**config.mk**
```make
export PLATFORM = sky130hd
export DESIGN_NAME = selectEncode
export DESIGN_NICKNAME = d
export VERILOG_FILES = /design/src/design/busCpuPkg.sv /design/src/design/selectEncode.sv
export SDC_FILE = /design/constraint.sdc
export NUM_CORES = 1
export LEC_CHECK = 0
export BUFFER_PORTS_ARGS = -buffer_cell sky130_fd_sc_hd__clkbuf_2
export CORE_AREA = 5 5 43 45
export DETAILED_ROUTE_END_ITERATION = 10
export DIE_AREA = 0 0 48 50
export MAX_ROUTING_LAYER = met4
export PLACE_DENSITY = 0.8
export SLEW_MARGIN = 25
export SYNTH_ARGS = -nofsm -noshare
export SYNTH_HDL_FRONTEND = slang
export SYNTH_SLANG_ARGS = --single-unit
```
**constraint.sdc**
```tcl
create_clock -name vclk -period 0.8
set_input_delay 0.08 -clock vclk [all_inputs]
set_output_delay 0.08 -clock vclk [all_outputs]
set_load 0.05 [all_outputs]
```
**src/design/busCpuPkg.sv**
```systemverilog
package busCpuPkg;

    localparam int dataWidth = 32;
    localparam int constWidth = 18;

    // 5-bit ALU opcodes
    localparam logic [4:0] opAdd  = 5'd3;
    localparam logic [4:0] opSub  = 5'd4;
    localparam logic [4:0] opAnd  = 5'd5;
    localparam logic [4:0] opOr   = 5'd6;
    localparam logic [4:0] opShr  = 5'd7;
    localparam logic [4:0] opShra = 5'd8;
    localparam logic [4:0] opShl  = 5'd9;
    localparam logic [4:0] opRor  = 5'd10;
    localparam logic [4:0] opRol  = 5'd11;
    localparam logic [4:0] opMul  = 5'd15;
    localparam logic [4:0] opDiv  = 5'd16;
    localparam logic [4:0] opNeg  = 5'd17;
    localparam logic [4:0] opNot  = 5'd18;

    // bus source select
    localparam logic [3:0] srcNone   = 4'd0;
    localparam logic [3:0] srcPc     = 4'd1;
    localparam logic [3:0] srcMdr    = 4'd2;
    localparam logic [3:0] srcZLow   = 4'd3;
    localparam logic [3:0] srcZHigh  = 4'd4;
    localparam logic [3:0] srcHi     = 4'd5;
    localparam logic [3:0] srcLo     = 4'd6;
    localparam logic [3:0] srcInPort = 4'd7;
    localparam logic [3:0] srcConst  = 4'd8;
    localparam logic [3:0] srcReg    = 4'd9;

    // which instruction field names the register
    localparam logic [1:0] fieldRa = 2'd0;
    localparam logic [1:0] fieldRb = 2'd1;
    localparam logic [1:0] fieldRc = 2'd2;

    typedef struct packed {
        logic [4:0]  opcode;
        logic [3:0]  ra;
        logic [3:0]  rb;
        logic [3:0]  rc;
        logic [14:0] unused;
    } rFormatT;

    typedef struct packed {
        logic [4:0]            opcode;
        logic [3:0]            ra;
        logic [3:0]            rb;
        logic                  spare; // bit 18, not part of the constant
        logic [constWidth-1:0] c;
    } iFormatT;

    typedef union packed {
        rFormatT rFormat;
        iFormatT iFormat;
    } instrWord;

endpackage

```
**src/design/selectEncode.sv**
```systemverilog
`timescale 1ns/100ps
module selectEncode import busCpuPkg::*; (
    input  instrWord             irValue,
    input  logic [1:0]           regField,
    output logic [3:0]           regIndex,
    output logic [dataWidth-1:0] constValue
);

    logic signBit;

    always_comb begin
        case (regField)
            fieldRa: begin
                regIndex = irValue.rFormat.ra;
            end
            fieldRb: begin
                regIndex = irValue.rFormat.rb;
            end
            fieldRc: begin
                regIndex = irValue.rFormat.rc;
            end
            default: begin
                regIndex = '0;
            end
        endcase
    end

    // same bits as rc above, read as the immediate here
    assign signBit = irValue.iFormat.c[constWidth-1];
    assign constValue = {{(dataWidth-constWidth){signBit}}, irValue.iFormat.c};

endmodule

```
# Word level (Yosys, flattened, before mapping)
# Index checks and enable logic that the tools add are counted.
[word_totals] ff_bits=0
[classes] eq_ne=2 muxes=1 reduce_logical=1
[op_table] op="one-hot mux 4 bit (3 select lines)" n=1
[op_table] op="== test 2 x 1 -> 1 bit, second input constant" n=1
[op_table] op="== test 2 bit, second input constant" n=1
[op_table] op="zero test 2 bit" n=1

# Depth between registers and ports, before layout
[logic_depth] word_depth=2 ltp_mapped=3 ltp_nobuf=2

# Worst setup path after synthesis
# No wires, ideal clock.
[synth_path] path_kind="input to output" start="in regField[1]" end="out regIndex[0]" arrival_time_ns=1.082 slack_ns=-0.362 stages=3 n_path_buf=1 cell_sequence="buf_6 -> mux2i_1 -> o2bb2ai_1"
[synth_via] elab_chain_len=2 word_cells_on_any_way=4 cone_classes="2 x eq/ne; 1 x mux; 1 x reduce/logical"
[synth_rtl] item="start: declaration" line="selectEncode.sv:4" rtl="input logic [1:0] regField,"
[synth_rtl] item="== test 2 bit (tied with other cells)" line="selectEncode.sv:12" rtl="case (regField)"
[synth_rtl] item="one-hot mux 4 bit (3 select lines) *" line="selectEncode.sv:12"
[synth_rtl] item="end: declaration" line="selectEncode.sv:5" rtl="output logic [3:0] regIndex,"
# Mark *: on every way between the ends. The rest lies on a longest branch, timed or not.

# Worst setup path after layout
[layout_path] start="in regField[1]" end="out regIndex[3]"
# Same word-level chain as after synthesis.

==> metrics.md <==
| Metric | Value |
|---|---|
| Status | complete, but fails checks |
| Failing checks | setup timing |
| Total number of vias | between 200 and 300 |
| Pwr Total | around 510 uW |
| Pint | approximately 190 uW |
| Vias per cell | 4.08 |
| Sequential share of the synthesized area | 0% |
| Initial DRC Count | 0 |
| Share of layout cells above drive strength 1 | between 90% and 100% |
| Slew @ Worst Pin | around 250 ps |
| Max Cap Violations | 0 |
| Dpl ws | -192 ps |
| Sw Pwr | between 300 and 400 uW |
| Setup violations, final | 4 |
| Largest net degree at the start of global routing | 13 |
| Combinational cell fraction of total power | between 90% and 100% |
| Final Slew Violations | 0 |
| Core area | 1440 um2 |
| # rows | 14 |
| Clock buffer count | 0 |
| Hold WS | approximately 160 ps |
| Vias in the first global route | roughly 260 |
| Die extent in y | approximately 50 um |
| Sw Ratio | between 60% and 70% |
| Hold endpoint | constValue[10] |
| Mapped Area | 340 um2 |
| Worst Path Arrival | just over 800 ps |
| Final Hold Viols | 0 |
| Initial core utilization | a little under a quarter |
| Required @ worst endpoint | just over 700 ps |
| RSZ-0062 raised after global routing | true |
| Worst min path class | input port to output port |
| FMAX | 1100 MHz |
| Worst VDD drop | approximately 200 uV |
| Wire per inst | roughly 14 um |
| Syn_nets | 76 |
| Total gr overflow | 0 |
| Busiest grt layer | met2 |
| Final WS setup | -109 ps |
| Setup TNS | -249 ps |
| First-pass GRT wire length | 1170 um |
| Area Growth Syn to Fin | 42.3% |
| # DRC | 0 |
| GRT Overall Usage | around 6.5% |
| M2 GR Usage | roughly an eighth |
| Yosys warns | 0 |
| IO Port Bufs | 35 |
| Total Nets Final | between 80 and 90 |
| Antenna cells | 0 |
| GPL Wtd Cong | about 0.68 |
| Final Critical Period | around 900 ps |
| CP startpoint kind | input port |
| GRT met3 Usage | just over 5% |
| Worst setup path category | input port to output port |
| Chip width | 48 um |
| Leak Pwr | ~0.24 nW |
| Power Density | ~1100 nW/um2 |
| DRT antenna net count | 0 |
| IO Count | 70 |
| CP Capture Type | output port |
| Met1 usage | ~4.3% |
| Crit Path Max Fanout | 5 |
| Synth cell types | 5 |
| Slew margin rel. | about 83% |
| Period utilization | 114% |
| Seq pwr share | 0% |
| Hold Buf Count CTS | 0 |
| Die area | about 2400 um2 |
| Total wire length | 851 um |
| Pre-antenna DRT Iters | 1 |
| Cells after synthesis | 42 |
| Clk pwr share | 0% |
| Storage element area | 0 um2 |
| Hold Startpoint | irValue[10] |
| Initial antenna violation count | 0 |
| Syn avg cell area | slightly above 8 um2 |
| Hold depth | 0 |
| Num sequential | 0 |
worst max-delay path by stage:
stage	start	endpoint	slack [ps]	depth (start not counted)
2_1_floorplan	regField[1]	regIndex[0]	50	3
3_3_place_gp	regField[1]	regIndex[0]	-170	4
3_5_place_dp	regField[1]	regIndex[0]	-190	4
4_1_cts	regField[1]	regIndex[2]	-120	5
5_1_grt	regField[1]	regIndex[3]	-150	5
6_report	regField[1]	regIndex[3]	-110	5
cells by family after synthesis:
logic type,count (synthesis),share of synthesized area (%)
AND/OR/NAND/NOR,1,4.04
buffers and inverters,33,73.9
multiplexers,4,11.8
AO/OA/AOI/OAI,4,10.3
critical path: stages:
cell	delay, ps
clkbuf_16	140
nor2b_4	210
buf_12	140
o2bb2ai_4	110
buf_12	150
placed cells by master, fill, tap and decap left out, drive strengths merged:
| cell | n |
|---|---|
| mux2i | 4 |
| clkbuf | 31 |
| nor2b | 1 |
| buf | 7 |
| o2bb2ai | 4 |
routing by layer:
layer  vias to the layer above  routed length (um)
met2                        34                 372
met3                         4                 254
met1                       103                 192
li1                        116                   -
met5                         -                   0
met4                         0                  31
cells in the mapped netlist, drive strengths merged:
cell type / instances / area share [%]
buf: 33 / 74
mux2i: 4 / 12
o2bb2ai: 4 / 10
nor2b: 1 / 4.0
per-stage QoR:
step	std cells	util, %	area, um2
4_1_cts	63	32.7	469
3_5_place_dp	63	29.5	424
3_3_place_gp	63	29.5	424
2_1_floorplan	42	-	415
6_report	63	33.7	484
5_1_grt	63	33.7	484
power groups by stage:
stage | clock (mW) | sequential [mW] | combinational, mW
floorplan | 0 | 0 | 0.571
global placement | 0 | 0 | 0.466
detailed placement | 0 | 0 | 0.468
CTS | 0 | 0 | 0.500
global route | 0 | 0 | 0.533
finish | 0 | 0 | 0.512
area by class of cell:
type                       count  area [um2]
multi-input combinational      9         171
fill                         147         952
timing repair buffer          38         293
tap                           16        20.0
repair_timing:
| item | in CTS | in global routing |
|---|---|---|
| pin swaps | 1 | 1 |
| resized for setup | 9 | 12 |
| endpoints found under the setup margin | 4 | 9 |
| endpoints found under the hold margin | 0 | 0 |
| buffers inserted | 0 | 0 |
Note: power is estimated with default switching activity, not from simulation.
