===== config.mk =====
export PLATFORM = sky130hd
export DESIGN_NAME = regFile
export DESIGN_NICKNAME = d
export VERILOG_FILES = /design/src/design/busCpuPkg.sv /design/src/design/regFile.sv
export SDC_FILE = /design/constraint.sdc
export NUM_CORES = 1
export LEC_CHECK = 0
export ABC_AREA = 1
export BUFFER_PORTS_ARGS = -buffer_cell sky130_fd_sc_hd__buf_2
export CAP_MARGIN = 5
export CORE_ASPECT_RATIO = 0.8
export CORE_MARGIN = 8
export CORE_UTILIZATION = 56
export DETAILED_ROUTE_END_ITERATION = 6
export HOLD_SLACK_MARGIN = 0.06
export PLACE_DENSITY = 0.76
export SLEW_MARGIN = 20
export SYNTH_ARGS = -nofsm -noshare
export SYNTH_HDL_FRONTEND = slang
export SYNTH_SLANG_ARGS = --single-unit
export TNS_END_PERCENT = 5

===== constraint.sdc =====
create_clock -name Clock -period 2 [get_ports Clock]
set_input_delay 0 -clock Clock [delete_from_list [all_inputs] [get_ports Clock]]
set_output_delay 0 -clock Clock [all_outputs]
set_load 0.01 [all_outputs]

===== src/design/busCpuPkg.sv =====
package busCpuPkg;

    localparam int dataWidth = 32;
    localparam int constWidth = 18;

    // 5-bit ALU opcodes
    localparam logic [4:0] opAdd  = 5'd3;
    localparam logic [4:0] opSub  = 5'd4;
    localparam logic [4:0] opAnd  = 5'd5;
    localparam logic [4:0] opOr   = 5'd6;
    localparam logic [4:0] opShr  = 5'd7;
    localparam logic [4:0] opShra = 5'd8;
    localparam logic [4:0] opShl  = 5'd9;
    localparam logic [4:0] opRor  = 5'd10;
    localparam logic [4:0] opRol  = 5'd11;
    localparam logic [4:0] opMul  = 5'd15;
    localparam logic [4:0] opDiv  = 5'd16;
    localparam logic [4:0] opNeg  = 5'd17;
    localparam logic [4:0] opNot  = 5'd18;

    // bus source select
    localparam logic [3:0] srcNone   = 4'd0;
    localparam logic [3:0] srcPc     = 4'd1;
    localparam logic [3:0] srcMdr    = 4'd2;
    localparam logic [3:0] srcZLow   = 4'd3;
    localparam logic [3:0] srcZHigh  = 4'd4;
    localparam logic [3:0] srcHi     = 4'd5;
    localparam logic [3:0] srcLo     = 4'd6;
    localparam logic [3:0] srcInPort = 4'd7;
    localparam logic [3:0] srcConst  = 4'd8;
    localparam logic [3:0] srcReg    = 4'd9;

    // which instruction field names the register
    localparam logic [1:0] fieldRa = 2'd0;
    localparam logic [1:0] fieldRb = 2'd1;
    localparam logic [1:0] fieldRc = 2'd2;

    typedef struct packed {
        logic [4:0]  opcode;
        logic [3:0]  ra;
        logic [3:0]  rb;
        logic [3:0]  rc;
        logic [14:0] unused;
    } rFormatT;

    typedef struct packed {
        logic [4:0]            opcode;
        logic [3:0]            ra;
        logic [3:0]            rb;
        logic                  spare; // bit 18, not part of the constant
        logic [constWidth-1:0] c;
    } iFormatT;

    typedef union packed {
        rFormatT rFormat;
        iFormatT iFormat;
    } instrWord;

endpackage


===== src/design/regFile.sv =====
`timescale 1ns/100ps
module regFile import busCpuPkg::*; (
    input  logic                 Clock,
    input  logic                 rst,
    input  logic                 writeEnable,
    input  logic [3:0]           regIndex,
    input  logic [dataWidth-1:0] writeData,
    output logic [dataWidth-1:0] readData
);

    logic [dataWidth-1:0] regs [16];

    // one index for both ports since a register is either source or sink per cycle
    always_ff @(posedge Clock) begin
        if (rst) begin
            for (int i = 0; i < 16; i++) begin
                regs[i] <= '0;
            end
        end else if (writeEnable) begin
            regs[regIndex] <= writeData;
        end
    end

    assign readData = regs[regIndex]; // combinational read

endmodule


# Word-level counts from Yosys, hierarchy flattened
# Memory sizes are Yosys's and may differ from the RTL's.
# Index checks and enable logic that the tools add are counted.
[word_totals]
ff_bits = 0
mem_bits_rw = 512
in_bits = 39
output_inout_bits = 32
wordCells = 10
n_memories = 1
[op_classes]
n_mux = 8
n_reduce_logical = 1
[memory_table]
columns = ["name", "words", "width", "rd", "rd_clocked_by_memory_dff", "write_ports", "line_no", "source"]
rows = [
  ["regs", 16, 32, 1, 0, 16, "regFile.sv:11", "logic [dataWidth-1:0] regs [16];"],
]
[ops]
columns = ["cell", "count"]
rows = [
  ["$mux 32", 1],
  ["$reduce_or 32->1", 1],
  ["$mux 1", 6],
  ["$mux 4", 1],
]

# Logic depth before layout (Yosys ltp)
# Gate-level depths: netlist of run 1.
[logic_depth]
depth_word = 5
mapped_depth = 12
depth_no_buf = 9

# Worst setup path after synthesis of run 1
# No wires, ideal clock.
[synth_path]
kind = "in2reg"
from = "input port regIndex[0]"
to = "memory regs[12][0], enable pin"
setup_time_ns = 0.389
arrival_time_ns = 1.692
required_ns = 1.611
path_slack_ns = -0.081
path_stages = 6
n_path_buf = 3
cell_sequence = "buf_2 -> buf_2 -> nor3_1 -> nand2_1 -> buf_2 -> nand2_1"
[synth_lines]
columns = ["item", "line_no", "source"]
rows = [
  ["from (decl)", "regFile.sv:6", "input logic [3:0] regIndex,"],
  ["to (decl)", "regFile.sv:11", ""],
]

# Worst setup path in the final report of run 1
[layout_path]
from = "memory regs[15][15]"
to = "output port readData[15]"
[layout_via]
elab_chain_cells = 1
[layout_rtl]
columns = ["item", "line_no", "source"]
rows = [
  ["$mem_v2 16x32", "--", ""],
  ["to (decl)", "regFile.sv:8", "output logic [dataWidth-1:0] readData"],
]
# Every way passes these cells.

==> flow_summary.ini, run 1 <==
[routing]
drc_errors = 0
firstDrtPassIters = 6
antenna_left = 0
wl_per_cell_um = 19.1
via_per_inst = 5.49
dr.first_iter.drc_count = 2336
drt_wl_total_um = 63800
routed-via-count = 18300

[grt]
grt_max_degree = 137
globalRouteOverflowTotal = 0
antenna_found_initial = 0
grt_pass1_vias = 17700
grt_usage_pct = 25.4
grt_pass1_wl_um = 97500

[clocking]
clk_pin_slew_ps = 60
htree_levels = 2
cts_root_buf = clkbuf_16
clock_path_buffers = 3
cts_tree = done
postCtsResizedCells = 0
clock_sink_count = 512
numCtsBuffers = 48

[placement]
hpwl_um = 36100
gp_congestion = 0.828
place_inst = 3231
dp_slack_ps = 268
io_buffers = 70

[sta]
tns_ps = 0
tightestPinTransition_ps = 685
setup_viol = 0
final_hold_viol_count = 0
slew_headroom_pct = 54.3
timing.final.ws_setup_ps = 273
fin_crit_sh_pct = 86.4
period_minus_slack_ps = 1730
slew_violations = 0
rsz0062_at_grt = no
fmax_mhz = 579

[logic_synthesis]
synth_top_area_share_pct = 64.8
synthFlopType = edfxtp_1
synthCells = 2721
yosys.area.top_type = edfxtp_1
ys_ff_latch = 512
avgSynthCellArea_um2 = 8.72
ys.warnings.count = 0
ys_seq_area_share_pct = 64.8
syn_area_um2 = 23700
synth.top_cells.by_area = edfxtp_1, nand2_1, nor2_1
syn-num-nets = 2760
ys_top_cells_by_count = nand2_1, nor2_1, edfxtp_1
synth_most_common_cell = nand2_1
async_flop_share_pct = 0
synth_edf_count = 512
synth_cell_type_count = 11

[floorplan]
die_h_um = 200
ios = 71
die_w_um = 246
dieArea_um2 = 49200
start_util_pct = 56.7
row_count = 67
core_area_um2 = 41800

[finish]
fin_cells = 3334
regMostFlops = regs
diodes = 0
area_growth_pct = 11.6
fill_cells = 3313
reg_top3 = regs: 512 flops
drive_gt1_share_pct = 8.09
num-nets-final = 2786
largest_reg_flops = 512

[pwr]
power_density_nw_per_um2 = 899
p_total_mw = 23.8
leakagePower_nw = 12.0
peakVddDrop_mv = 0.800

[run_status]
status = completed

[worst_setup_path]
critPathLaunchType = flop
cp_common_cell = nand2_1
endpoint_kind = output port
crit_required_ps = 2000
worstPathArrival_ps = 1730
slowest_stage = edfxtp_1
cp_cell_sequence = nand2_1 -> nand2_1 -> nand2_1 -> nand2_1 -> nand2_1 -> nand2_1 -> inv_1 -> nand2_1 -> buf_2
cp_max_fo = 1
cpPeakStageDelay_ps = 320
crit_type = flop to output port

[worst_hold_path]
hp-class = primary input to flop

[flow_run]
cap_violations = 0
==> where the power goes <==
part / switching [mW] / total [mW] / internal, mW
Sequential: 0.165 / 12.6 / 12.4
Clock: 3.90 / 8.98 / 5.09
Combinational: 1.62 / 2.24 / 0.617
==> metal layers <==
layer / up-vias / part of all wire, % / track usage, %
met4: 0 / 4.3 / 9.91
met2: 1054 / 47 / 41.5
met3: 183 / 11 / 5.15
met1: 8536 / 38 / 33.1
li1: 8515 / - / -
met5: - / 0 / 0
==> final cells by class <==
cell class                      count  area [µm²]  area share [%]
Multi-Input combinational cell   1929        7320            27.7
Inverter                          102         393            1.48
Timing Repair Buffer              154        1190            4.48
Clock inverter                     31         264           0.997
Tap cell                          552         691            2.61
Clock buffer                       54        1240            4.70
Sequential cell                   512       15400            58.1
==> layout by cell type, fill, tap and decap left out, drive strengths merged <==
master | netlist | layout
nand2 | 1410 | 1410
nor2 | 515 | 515
edfxtp | 512 | 512
buf | 42 | 135
inv | 100 | 100
clkbuf | 136 | 55
clkinv | 2 | 27
dlygate4sd3 | 0 | 18
bufinv | 0 | 5
nor3 | 4 | 4
clkinvlp | 0 | 1
==> worst max-delay path: cells and delay by family, from the launching register on <==
family	cells	cell delay (ps)
AND/OR/NAND/NOR	7	620
flip-flops	1	320
buffers and inverters	2	220
==> metrics by stage <==
stage	hold slack (ps)	utilization, %	area [µm²]
after floorplan	276	-	23700
after global placement	568	59.3	24800
after detailed placement	587	59.3	24800
after CTS	67.5	63.3	26500
after global routing	89.5	63.3	26500
final	71.3	63.3	26500
==> final timing paths <==
kind                 startpoint            to  slack, ps  cells after the start
setup / recovery   regs[15][15]  readData[15]        270                      9
hold / removal    writeData[13]   regs[0][13]         70                      3
==> cell families after synthesis <==
family | count (synthesis) | share of synthesized area (%)
buf+inv | 280 | 4.59
flops | 512 | 64.8
simple gates | 1929 | 30.6
==> timing repair <==
action | 4_1_cts | 5_1_grt
setup buffers | 0 | 0
setup endpoints to repair | 0 | 0
endpoints found under the hold margin | 169 | 0
hold buffers | 18 | 0
Note: power is estimated with default switching activity, not from simulation.
==> run 2, diff against run 1 <==
- CORE_UTILIZATION: 56 -> 50
- PLACE_DENSITY: 0.76 -> 0.69
==> run 2 against run 1 <==
Setup slack got worse by 25 ps. Sequential share of layout area fell by 0.33 points. Worst hold slack improved by 3.8 ps. Die area increased by 11%. Combinational power up 4%. Critical path type unchanged. Clock power decreased by 2%. Largest power group unchanged. Flip-flop and latch count unchanged. Cell area grew 0.57%.
==> flow_summary.ini, run 2 (synthesis gave the netlist of run 1 again) <==
[sta]
hold-worst-slack_ps = 75.1
slew_violations = 0
slew_headroom_pct = 48.9
setup_viol = 0
rsz0062_at_grt = no
tightestPinTransition_ps = 766
fmax_mhz = 571
period_minus_slack_ps = 1750
fin_crit_sh_pct = 87.6
final_hold_viol_count = 0

[pwr]
clock_power_share_pct = 37.2
p_seq_share_pct = 53.0
p_switching_mw = 5.84
leakagePower_nw = 12.0
peakVddDrop_mv = 0.804
power_density_nw_per_um2 = 891
swShare_pct = 24.6
p_int_mw = 17.9
p_total_mw = 23.7
combPwrFrac_pct = 9.8

[clocking]
clock_path_buffers = 3
cts_root_buf = clkbuf_16
postCtsResizedCells = 0
numCtsBuffers = 49
postCtsSetupBuffers = 0
cts_tree = done
clk_pin_slew_ps = 70
htree_levels = 2
hold_buffers = 16
clock_sink_count = 512

[worst_setup_path]
critPathLaunchType = flop
cp_top_family = simple AND/OR/NAND/NOR gates
cp_cell_sequence = nand2_1 -> nand2_1 -> nand2_1 -> nand2_1 -> nand2_1 -> nand2_1 -> inv_1 -> nand2_1 -> buf_2
cp_common_cell = nand2_1
slowest_stage = edfxtp_1
crit_type = flop to output port
worstPathArrival_ps = 1750
cp_max_fo = 1
cpPeakStageDelay_ps = 420
path_buf_inv = 2
endpoint_kind = output port
crit_required_ps = 2000

[placement]
gp_congestion = 0.821
placed_cell_area_um2 = 25000
hpwl_um = 38400
io_buffers = 70

[grt]
grt_pass1_wl_um = 105000
antenna_found_initial = 0
grt_max_degree = 141
grt_usage_pct = 25.0
grt_pass1_vias = 17700
globalRouteOverflowTotal = 0

[finish]
final_common_cell = nand2_1
reg_top3 = regs: 512 flops
fin_util_pct = 56.8
final_cell_mix = nand2_1, nor2_1, edfxtp_1
area_growth_pct = 12.2
drive_gt1_share_pct = 8.23
largest_reg_flops = 512
regMostFlops = regs
fin_area_um2 = 26600
num-nets-final = 2787
fill_cells = 4086

[floorplan]
die_w_um = 260
die_h_um = 211
start_util_pct = 50.6
row_count = 71
ios = 71
dieArea_um2 = 54700
core_area_um2 = 46900

[routing]
dr.first_iter.drc_count = 2073
firstDrtPassIters = 7
antenna_left = 0
via_per_inst = 5.40
wl_per_cell_um = 20.5
drc_errors = 0
drt_wl_total_um = 69600
routed-via-count = 18400

[worst_hold_path]
hp-class = primary input to flop

[flow_run]
cap_violations = 0

[run_status]
status = completed
-- run 2: power by group through the flow --
stage                     clock, mW  sequential, mW  combinational (mW)
after floorplan                   0            12.8                1.37
after global placement            0            12.8                2.25
after detailed placement          0            12.8                2.28
after CTS                      8.87            12.6                2.32
after global routing           9.25            12.6                2.57
final                          8.83            12.6                2.33
-- run 2: final timing paths --
path,from,endpoint,slack (ps),cells past startpoint
max,regs[2][30],readData[30],250,9
min,writeData[10],regs[12][10],80,3
-- run 2: final cells by class --
class / instances / area, µm² / share of cell area (%)
clock buffer: 58 / 1260 / 4.73
multi-input combinational: 1929 / 7330 / 27.5
tap: 620 / 776 / 2.91
antenna: 1 / 2.50 / 0.00940
clock inverter: 26 / 195 / 0.733
timing repair buffer: 154 / 1290 / 4.86
sequential: 512 / 15400 / 57.7
inverter: 102 / 393 / 1.48
-- run 2: per-layer routing --
| metal | GRT usage, % | share of wire (%) |
|---|---|---|
| met5 | 0 | 0 |
| met4 | 9.59 | 3.6 |
| met3 | 4.10 | 9.8 |
| met2 | 40.1 | 46 |
| met1 | 34.2 | 41 |
-- run 2: stage by stage --
step | cells | setup TNS [ps] | setup WS (ps)
3_5_place_dp | 3301 | 0 | 339
6_report | 3402 | 0 | 248
5_1_grt | 3401 | 0 | 116
3_3_place_gp | 3301 | 0 | 358
2_1_floorplan | 2721 | -23630 | -81.1
4_1_cts | 3401 | 0 | 249
==> run 3, diff against run 2 <==
- CORE_ASPECT_RATIO: 0.8 -> 2
==> run 3 against run 2 <==
Global-route usage rose by 0.35 points. Largest power group unchanged. Cell area fell by 0.14%. Critical path depth did not move. Cell count rose by 0.53%.
==> flow_summary.ini, run 3 (synthesis gave the netlist of run 1 again) <==
[run_status]
status = completed

[sta]
final_hold_viol_count = 0
tightestPinTransition_ps = 721
slew_violations = 0
setup_viol = 0
rsz0062_at_grt = no
fin_crit_sh_pct = 87.6
fmax_mhz = 571
slew_headroom_pct = 51.9
hold-worst-slack_ps = 54.2
tns_ps = 0
period_minus_slack_ps = 1750

[floorplan]
core_area_um2 = 47200
die_w_um = 170
start_util_pct = 50.2
row_count = 113
die_h_um = 324
ios = 71
dieArea_um2 = 55100

[flow_run]
cap_violations = 0

[pwr]
p_switching_mw = 5.78
p_seq_share_pct = 54.3
combPwrFrac_pct = 10.2
peakVddDrop_mv = 0.861
p_int_mw = 17.4
power_density_nw_per_um2 = 870
clock_power_share_pct = 35.5
leakagePower_nw = 12.0
swShare_pct = 25.0

[grt]
antenna_found_initial = 0
grt_max_degree = 109
grt_pass1_wl_um = 105000
grt_usage_pct = 25.4
globalRouteOverflowTotal = 0
grt_pass1_vias = 17400

[finish]
num-nets-final = 2790
final_common_cell = nand2_1
drive_gt1_share_pct = 8.43
fill_cells = 4223
regMostFlops = regs
fin_util_pct = 56.3
reg_top3 = regs: 512 flops
largest_reg_flops = 512
diodes = 0
final_cell_mix = nand2_1, nor2_1, edfxtp_1
area_growth_pct = 12.1

[worst_setup_path]
critPathLaunchType = flop
slowest_stage = edfxtp_1
cp_cell_sequence = nand2_1 -> nand2_1 -> nand2_1 -> nand2_1 -> nand2_1 -> nand2_1 -> inv_1 -> nand2_1 -> buf_2
cp_top_family = simple AND/OR/NAND/NOR gates
endpoint_kind = output port
cpPeakStageDelay_ps = 370
cp_max_fo = 1
path_buf_inv = 2
cp_common_cell = nand2_1
worstPathArrival_ps = 1750
crit_type = flop to output port
crit_required_ps = 2000

[routing]
via_per_inst = 5.33
wl_per_cell_um = 20.3
firstDrtPassIters = 5
drc_errors = 0
dr.first_iter.drc_count = 1879
wl_met2_um = 34700
routed-via-count = 18200
top_layer_used = met4
wl_met3_um = 5480
drt_wl_total_um = 69500
antenna_left = 0
wl_met1_um = 25900

[clocking]
numCtsBuffers = 46
clock_sink_count = 512
postCtsSetupBuffers = 0
clk_pin_slew_ps = 60
clock_path_buffers = 3
cts_root_buf = clkbuf_16
cts_tree = done
htree_levels = 2

[placement]
io_buffers = 70
hpwl_um = 40400
gp_congestion = 0.805

[worst_hold_path]
hp-class = primary input to flop
==> run 3: layout make-up <==
cell class	count	area, µm²	share of cell area (%)
Timing Repair Buffer	160	1360	5.12
Tap cell	632	791	2.97
Clock inverter	29	138	0.518
Clock buffer	56	1210	4.55
Multi-Input combinational cell	1929	7320	27.5
Inverter	102	393	1.48
Sequential cell	512	15400	57.8
==> run 3: worst paths after layout <==
kind                  slack [ps]  cells past startpoint     startpoint            to
worst max-delay path         250                      9    regs[3][17]  readData[17]
worst min-delay path          50                      3  writeData[17]   regs[0][17]
==> run 3: repair_timing <==
item,in CTS,in global routing
hold buffers,10,0
endpoints found under the setup margin,0,0
endpoints found under the hold margin,102,0
gates resized for setup,0,0
==> run 3: tightest hold or removal path, stage by stage <==
cell    delay (ps)
buf_2           70
inv_1          250
nor2_1         180
==> run 3: power groups by stage <==
stage / combinational, mW / sequential, mW / clock, mW
2_1_floorplan: 1.37 / 12.8 / 0
3_3_place_gp: 2.29 / 12.8 / 0
3_5_place_dp: 2.33 / 12.8 / 0
4_1_cts: 2.36 / 12.6 / 8.28
5_1_grt: 2.59 / 12.6 / 8.64
6_report: 2.35 / 12.6 / 8.22
==> run 3: routing by layer <==
metal / track usage [%] / vias up
met2: 43.8 / 818
met5: 0 / -
met1: 31.2 / 8693
met3: 3.02 / 178
li1: - / 8526
met4: 12.2 / 0
==> run 3: metrics by stage <==
| stage | cell area, µm² | std cells | power [mW] | worst slack, ps |
|---|---|---|---|---|
| after floorplan | 23700 | 2721 | 14.1 | -81.1 |
| after global placement | 25100 | 3325 | 15.1 | 321 |
| after detailed placement | 25100 | 3325 | 15.1 | 281 |
| after CTS | 26600 | 3420 | 23.2 | 229 |
| after global routing | 26600 | 3420 | 23.8 | 129 |
| final | 26600 | 3420 | 23.1 | 248 |
